==> src/deci_rx_pkg.sv <==
/*
 * Shared widths, depths and types of the decimator receive buffers.
 * The sample store, the output FIFO and the top level import it.
 */
`default_nettype none

package deci_rx_pkg;

    // ----------------------------------------------------------
    // sample path
    // ----------------------------------------------------------

    // one audio sample, also one decimated word
    localparam int unsigned SAMPLE_W = 16;

    // pre-decimation store, one window of samples
    localparam int unsigned SAMPLE_RAM_DEPTH = 512;
    localparam int unsigned SAMPLE_ADDR_W    = $clog2(SAMPLE_RAM_DEPTH);

    // ----------------------------------------------------------
    // decimated output FIFO
    // ----------------------------------------------------------

    // default depth, top level may override
    localparam int unsigned DECI_FIFO_DEPTH = 512;

    // one extra bit so a full FIFO can report its whole depth
    localparam int unsigned DECI_LEVEL_W = $clog2(DECI_FIFO_DEPTH) + 1;

    // ----------------------------------------------------------
    // types
    // ----------------------------------------------------------

    typedef logic [SAMPLE_W-1:0]      sample_t;
    typedef logic [SAMPLE_ADDR_W-1:0] sample_addr_t;
    typedef logic [DECI_LEVEL_W-1:0]  deci_level_t;

endpackage

`default_nettype wire

==> src/predeci_wr_ctrl.sv <==
/*
 * Write side of the pre-decimation sample RAM.
 * Counts the sample write address, delays the sample strobe and data
 * by one edge, and hands the RAM write port to the host clear logic
 * while clear mode is on.
 */
`timescale 1ns/1ps
`default_nettype none

module predeci_wr_ctrl
(
    input  wire                            WBs_CLK_i,
    input  wire                            WBs_RST_i,
    // sample source
    input  wire deci_rx_pkg::sample_t      sample_data_i,
    input  wire                            sample_wr_i,
    // host clear port
    input  wire                            clear_mode_i,
    input  wire deci_rx_pkg::sample_addr_t clear_addr_i,
    input  wire                            clear_we_i,
    // RAM write port
    output deci_rx_pkg::sample_addr_t      ram_waddr_o,
    output deci_rx_pkg::sample_t           ram_wdata_o,
    output logic                           ram_we_o,
    // sample side status
    output deci_rx_pkg::sample_addr_t      sample_waddr_o,
    output logic                           sample_we_o
);

    import deci_rx_pkg::*;

    sample_addr_t sample_addr_q;
    logic         sample_we_q;
    sample_t      sample_data_q;

    // ----------------------------------------------------------
    // sample address and write strobe
    // ----------------------------------------------------------
    always_ff @(posedge WBs_CLK_i or posedge WBs_RST_i)
    begin
        if (WBs_RST_i)
        begin
            // park on the last word, first sample lands at 0
            sample_addr_q <= '1;
            sample_we_q   <= 1'b0;
        end
        else
        begin
            // strobe delayed one edge, lines up with the new address
            sample_we_q <= sample_wr_i;
            if (sample_wr_i)
            begin
                // wraps modulo the RAM depth
                sample_addr_q <= sample_addr_q + sample_addr_t'(1);
            end
        end
    end

    // sample word held until the delayed write
    always_ff @(posedge WBs_CLK_i)
    begin
        if (sample_wr_i)
        begin
            sample_data_q <= sample_data_i;
        end
    end

    // ----------------------------------------------------------
    // write port select
    // ----------------------------------------------------------
    always_comb
    begin
        if (clear_mode_i)
        begin
            // host owns the port, zero fill
            ram_waddr_o = clear_addr_i;
            ram_wdata_o = '0;
            ram_we_o    = clear_we_i;
        end
        else
        begin
            ram_waddr_o = sample_addr_q;
            ram_wdata_o = sample_data_q;
            ram_we_o    = sample_we_q;
        end
    end

    // counter keeps running in clear mode
    assign sample_waddr_o = sample_addr_q;
    assign sample_we_o    = sample_we_q;

    // host may only write while it owns the port
    a_clear_we_in_mode : assert property (
        @(posedge WBs_CLK_i) disable iff (WBs_RST_i)
        clear_we_i |-> clear_mode_i
    ) else $error("clear_we_i outside clear mode");

endmodule

`default_nettype wire

==> config.mk <==
export PLATFORM = sky130hd
export DESIGN_NAME = predeci_wr_ctrl
export DESIGN_NICKNAME = d
export VERILOG_FILES = /design/src/deci_rx_pkg.sv /design/src/predeci_wr_ctrl.sv
export SDC_FILE = /design/constraint.sdc
export NUM_CORES = 1
export LEC_CHECK = 0
export ABC_CLOCK_PERIOD_IN_PS = 1850
export CORE_UTILIZATION = 50
export DETAILED_ROUTE_END_ITERATION = 12
export DONT_BUFFER_PORTS = 1
export PLACE_DENSITY = 0.69
export SLEW_MARGIN = 20
export SYNTH_ARGS = -nofsm -noshare
export SYNTH_HDL_FRONTEND = slang
export SYNTH_SLANG_ARGS = --single-unit
==> constraint.sdc <==
create_clock -name WBs_CLK_i -period 1.85 [get_ports WBs_CLK_i]
set_input_delay 0.37 -clock WBs_CLK_i [delete_from_list [all_inputs] [get_ports WBs_CLK_i]]
set_output_delay 0.37 -clock WBs_CLK_i [all_outputs]
set_load 0.02 [all_outputs]
* After elaboration in Yosys (flattened, before gate mapping)
Index checks and enable logic that the tools add are counted.
Cells by class: muxes and demuxes 3, add/sub/neg operators 1
Operators by type and width (number):
- $mux 16 | 1
- $add 9x1->9 const B | 1
- $mux 9 | 1
- $mux 1 | 1
Word-level totals: word-level logic and storage cells 7, output and inout bits 36, register bits 26

* Depth between registers and ports, before layout
depth in word-level cells 1, depth in mapped cells 4, gate-level depth less buffers 4

* Least setup slack after synthesis
No wires, ideal clock.
kind input to output, from input clear_mode_i, to output ram_wdata_o[13], arrival 1.029 ns, path slack 0.451 ns, data required time 1.480 ns, stages on the path 3, buffers on the path 2, cells stage by stage buf_4 clkbuf_1 and2b_1
Between the ends: word-level cells in the longest chain between the ends 1
RTL lines:
- from (decl) | line predeci_wr_ctrl.sv:18 | input wire clear_mode_i,
- $mux 16 | line predeci_wr_ctrl.sv:73 | if (clear_mode_i)
- to (decl) | line predeci_wr_ctrl.sv:23 | output deci_rx_pkg::sample_t ram_wdata_o,
Every way passes these cells.

* Final worst setup path
from register sample_addr_q[3] (netlist: sample_waddr_o[3]), to output ram_waddr_o[3]
Between the ends: word-level cells in the longest chain between the ends 1
RTL lines:
- from (decl) | line predeci_wr_ctrl.sv:32 | sample_addr_t sample_addr_q;
- from (signal assigned) | line predeci_wr_ctrl.sv:54 | sample_addr_q <= sample_addr_q + sample_addr_t'(1);
- $mux 9 | line predeci_wr_ctrl.sv:73
- to (decl) | line predeci_wr_ctrl.sv:22 | output deci_rx_pkg::sample_addr_t ram_waddr_o,
Every way passes these cells.

==> metrics list <==
* Die ar.: 0.00246 mm^2
- DRT iter0 DRCs: 11
* Final global-route overflow total: 0
* Distinct cell type count of the synthesized netlist: 17
* Hold Path Class: input port to flip-flop
- Startpoint Class: flip-flop
- Data arrives at the worst endpoint at 1240 ps.
- Leakage component of the power: 0.438 nW
- The initial antenna violation count came to 0.
* Basic-gate share of the synthesized area counting and, or, nand and nor cells: 0.140
- Avg Cell Area, Syn: 14.7 um^2
- 66 I/O pins were placed.
- Largest net degree at the start of global routing: 27
- Count of max-cap constraint violations: 0
- Crit path time final: 1610 ps
* Wire length of the first global-routing pass: 2470 um
* Setup violation total in the final timing report: 0
* CP bufs+invs: 0
- Crit path max-delay family: flip-flops
- Walking the worst path, the cells encountered are mux2_2.
* Register bit total from synthesis: 26
* Maximum buffer depth of the clock tree: 2
- For this run, the slowest stage of the critical path takes 670 ps.
* Endpoint required time on the critical path: 1480 ps
- Clock tree synthesis inserted a total of 3 buffers.
- The cell sitting at the root of the clock tree is a sky130_fd_sc_hd__clkbuf_4.
- GRT Total Usage: 0.135
- The first detailed-routing pass took 4 iterations.
- In this run the power density over the cells is 1300 mW/mm^2.
* Upper clock frequency limit: 621 MHz
- The initial utilization of the core area, before any placement, comes to 0.555.
- Share of final-layout standard cells stronger than drive strength 1: 0.304
* Critical path start-end classification: flip-flop to primary output
- Post-detailed-route wirelength per cell: 15.3 um
- Counting every net in the synthesized netlist gives 108.
- Combinational family with the most area after synthesis: simple AND/OR/NAND/NOR gates
- Slowest stage cell on the critical path: sky130_fd_sc_hd__dfstp_2
- After floorplanning, the core was divided into 16 placement rows.
- Overall die height: 49.6 um
- In this run the number of H-tree levels came out at 1.
* Mapped Area: 0.00113 mm^2
- During placement, the flow inserted port buffers numbering 0.
* Endpoints failing hold: 0
- Growth of design area from synthesis to finish: 4.19%
- For the worst-skew pair, the clock arrives at the later sink with an insertion delay of 310 ps.
* Type of element capturing the critical path: primary output
- Vias: 581
- In the final design database the tool counted 111 nets.
* Clock Sink Count: 26
- The flow ran to the end, and the final reports show no timing, DRC or antenna violations.
* Number of global-route vias before repair: 578
* Clock transition at the register clock pins on the worst setup and hold paths after CTS: 130 ps
- Post-route clock period utilization: 0.870
* Worst clock skew: 3.15 ps
* XOR/XNOR share of the synthesized area: 0.0618
- Number of diodes: 0
- Setup TNS after final layout: 0 ps
- Number of instances in the synthesized netlist: 77
* Core area: 0.00204 mm^2
- After clock tree synthesis, the flow added hold-fix buffers numbering 1.
- Unrepaired setup endpoints after global routing: false
- CTS tree: yes
* Die Width: 49.6 um
* Count of warnings emitted by yosys: 0
- DRT Wirelength: 1630 um
- Post-CTS setup buffers: 0
* VDD IR-drop max: 986 uV
- At the end of routability-driven placement, the weighted congestion stood at 0.715.
* Transition time of the tightest slew-check pin: 406 ps
* Number of pins with negative max-slew slack in the final report: 0
- CTS-repair resized insts: 0
- For this run, design rule violations remaining after detail routing come to 0.
- Max-slew headroom at the worst pin: 0.729
* Synth Area in Adders: 0.0110
- Sequential fraction of the synthesis area: 0.655
- Complex-gate fraction of the synthesized area: 0
- Core occupancy in the finished layout: 0.578
- Once detail routing completed, the nets flagged for antenna violations numbered 0.
- After detailed routing, the number of vias per cell comes to 5.48.
- In this run the worst path has a maximum fanout of 7.
- Measured against the total synthesized area, the mux share comes to 0.109.
==> state kept, by name, indices dropped and copies added (netlist names) <==
register	flops
sample_we_o	1
sample_data_q	16
sample_waddr_o	9
==> power breakdown <==
| part | leakage (nW) | internal, mW | switching [mW] |
|---|---|---|---|
| Sequential | 0.262 | 0.787 | 0.221 |
| Combinational | 0.161 | 0.129 | 0.168 |
| Clock | 0.0154 | 0.0787 | 0.152 |
| Total | 0.438 | 0.995 | 0.541 |
==> cells in the final DEF, fill, tap and decap left out <==
cell type                       count
sky130_fd_sc_hd__ha_1               1
sky130_fd_sc_hd__and3_2             1
sky130_fd_sc_hd__dlygate4sd3_1      1
sky130_fd_sc_hd__and2b_1            3
sky130_fd_sc_hd__nand4_1            4
sky130_fd_sc_hd__clkbuf_4           3
sky130_fd_sc_hd__inv_1              1
sky130_fd_sc_hd__mux2_2            11
sky130_fd_sc_hd__nor2b_1           13
sky130_fd_sc_hd__xnor2_1            4
sky130_fd_sc_hd__clkinv_1           1
sky130_fd_sc_hd__nor2_1             3
sky130_fd_sc_hd__edfxtp_1          16
sky130_fd_sc_hd__nand2_1            3
sky130_fd_sc_hd__xor2_1             4
sky130_fd_sc_hd__dfstp_2            9
sky130_fd_sc_hd__dfrtp_1            1
==> metrics by stage <==
stage	instances	power (mW)	cell area, um^2	hold WS (ps)	worst slack [ps]
finish	106	1.54	1180	73.6	240
floorplan	77	1.28	1130	204	451
detailed placement	101	1.32	1140	252	497
global placement	101	1.31	1140	253	512
CTS	106	1.55	1180	65.8	231
global route	106	1.62	1180	42.2	177
==> synthesized netlist by cell type (all sizes together) <==
| cell | instances | area (um^2) |
|---|---|---|
| dfrtp | 1 | 25.0 |
| dfstp | 9 | 236 |
| nor2b | 13 | 81.3 |
| mux2 | 11 | 124 |
| and3 | 1 | 7.51 |
| and2b | 3 | 22.5 |
| ha | 1 | 12.5 |
| buf | 2 | 18.8 |
| nand4 | 4 | 25.0 |
| xor2 | 4 | 35.0 |
| nor2 | 3 | 11.3 |
| edfxtp | 16 | 480 |
| clkbuf | 1 | 3.75 |
| xnor2 | 4 | 35.0 |
| inv | 1 | 3.75 |
| nand2 | 3 | 11.3 |
==> path summary, 6_finish.rpt <==
path                                          startpoint                             to  slack (ps)  cells past startpoint
max                        sample_waddr_o[3]$_DFFE_PP1P_                 ram_waddr_o[3]         240                      1
min                                          sample_wr_i          sample_we_o$_DFF_PP0_          70                      0
max reg2reg                sample_waddr_o[0]$_DFFE_PP1P_  sample_waddr_o[6]$_DFFE_PP1P_         460                      4
min reg2reg                sample_waddr_o[6]$_DFFE_PP1P_  sample_waddr_o[6]$_DFFE_PP1P_         580                      1
max in group asynchronous                      WBs_RST_i  sample_waddr_o[7]$_DFFE_PP1P_        1090                      2
min in group asynchronous                      WBs_RST_i          sample_we_o$_DFF_PP0_         450                      2
==> layer usage <==
layer  vias up  global-route usage  share of wire
met5         -                   0              0
met4         0              0.0429          0.010
met3         2              0.0556           0.11
met2        39               0.252           0.50
met1       268               0.133           0.38
li1        272                   -              -
==> cells by family after synthesis <==
group | after synthesis
xor+xnor | 8
fa+ha+maj | 1
buf+inv | 4
simple gates | 27
flops | 26
mux | 11
==> cell type report <==
type	instances	area (um^2)
clock inverters	1	3.75
multi-input cells	47	365
fillers	166	861
inverters	1	3.75
clock buffers	3	22.5
repair buffers	1	10.0
flip-flops and latches	26	742
well taps	27	33.8
Power figures use the tool's default switching activity.
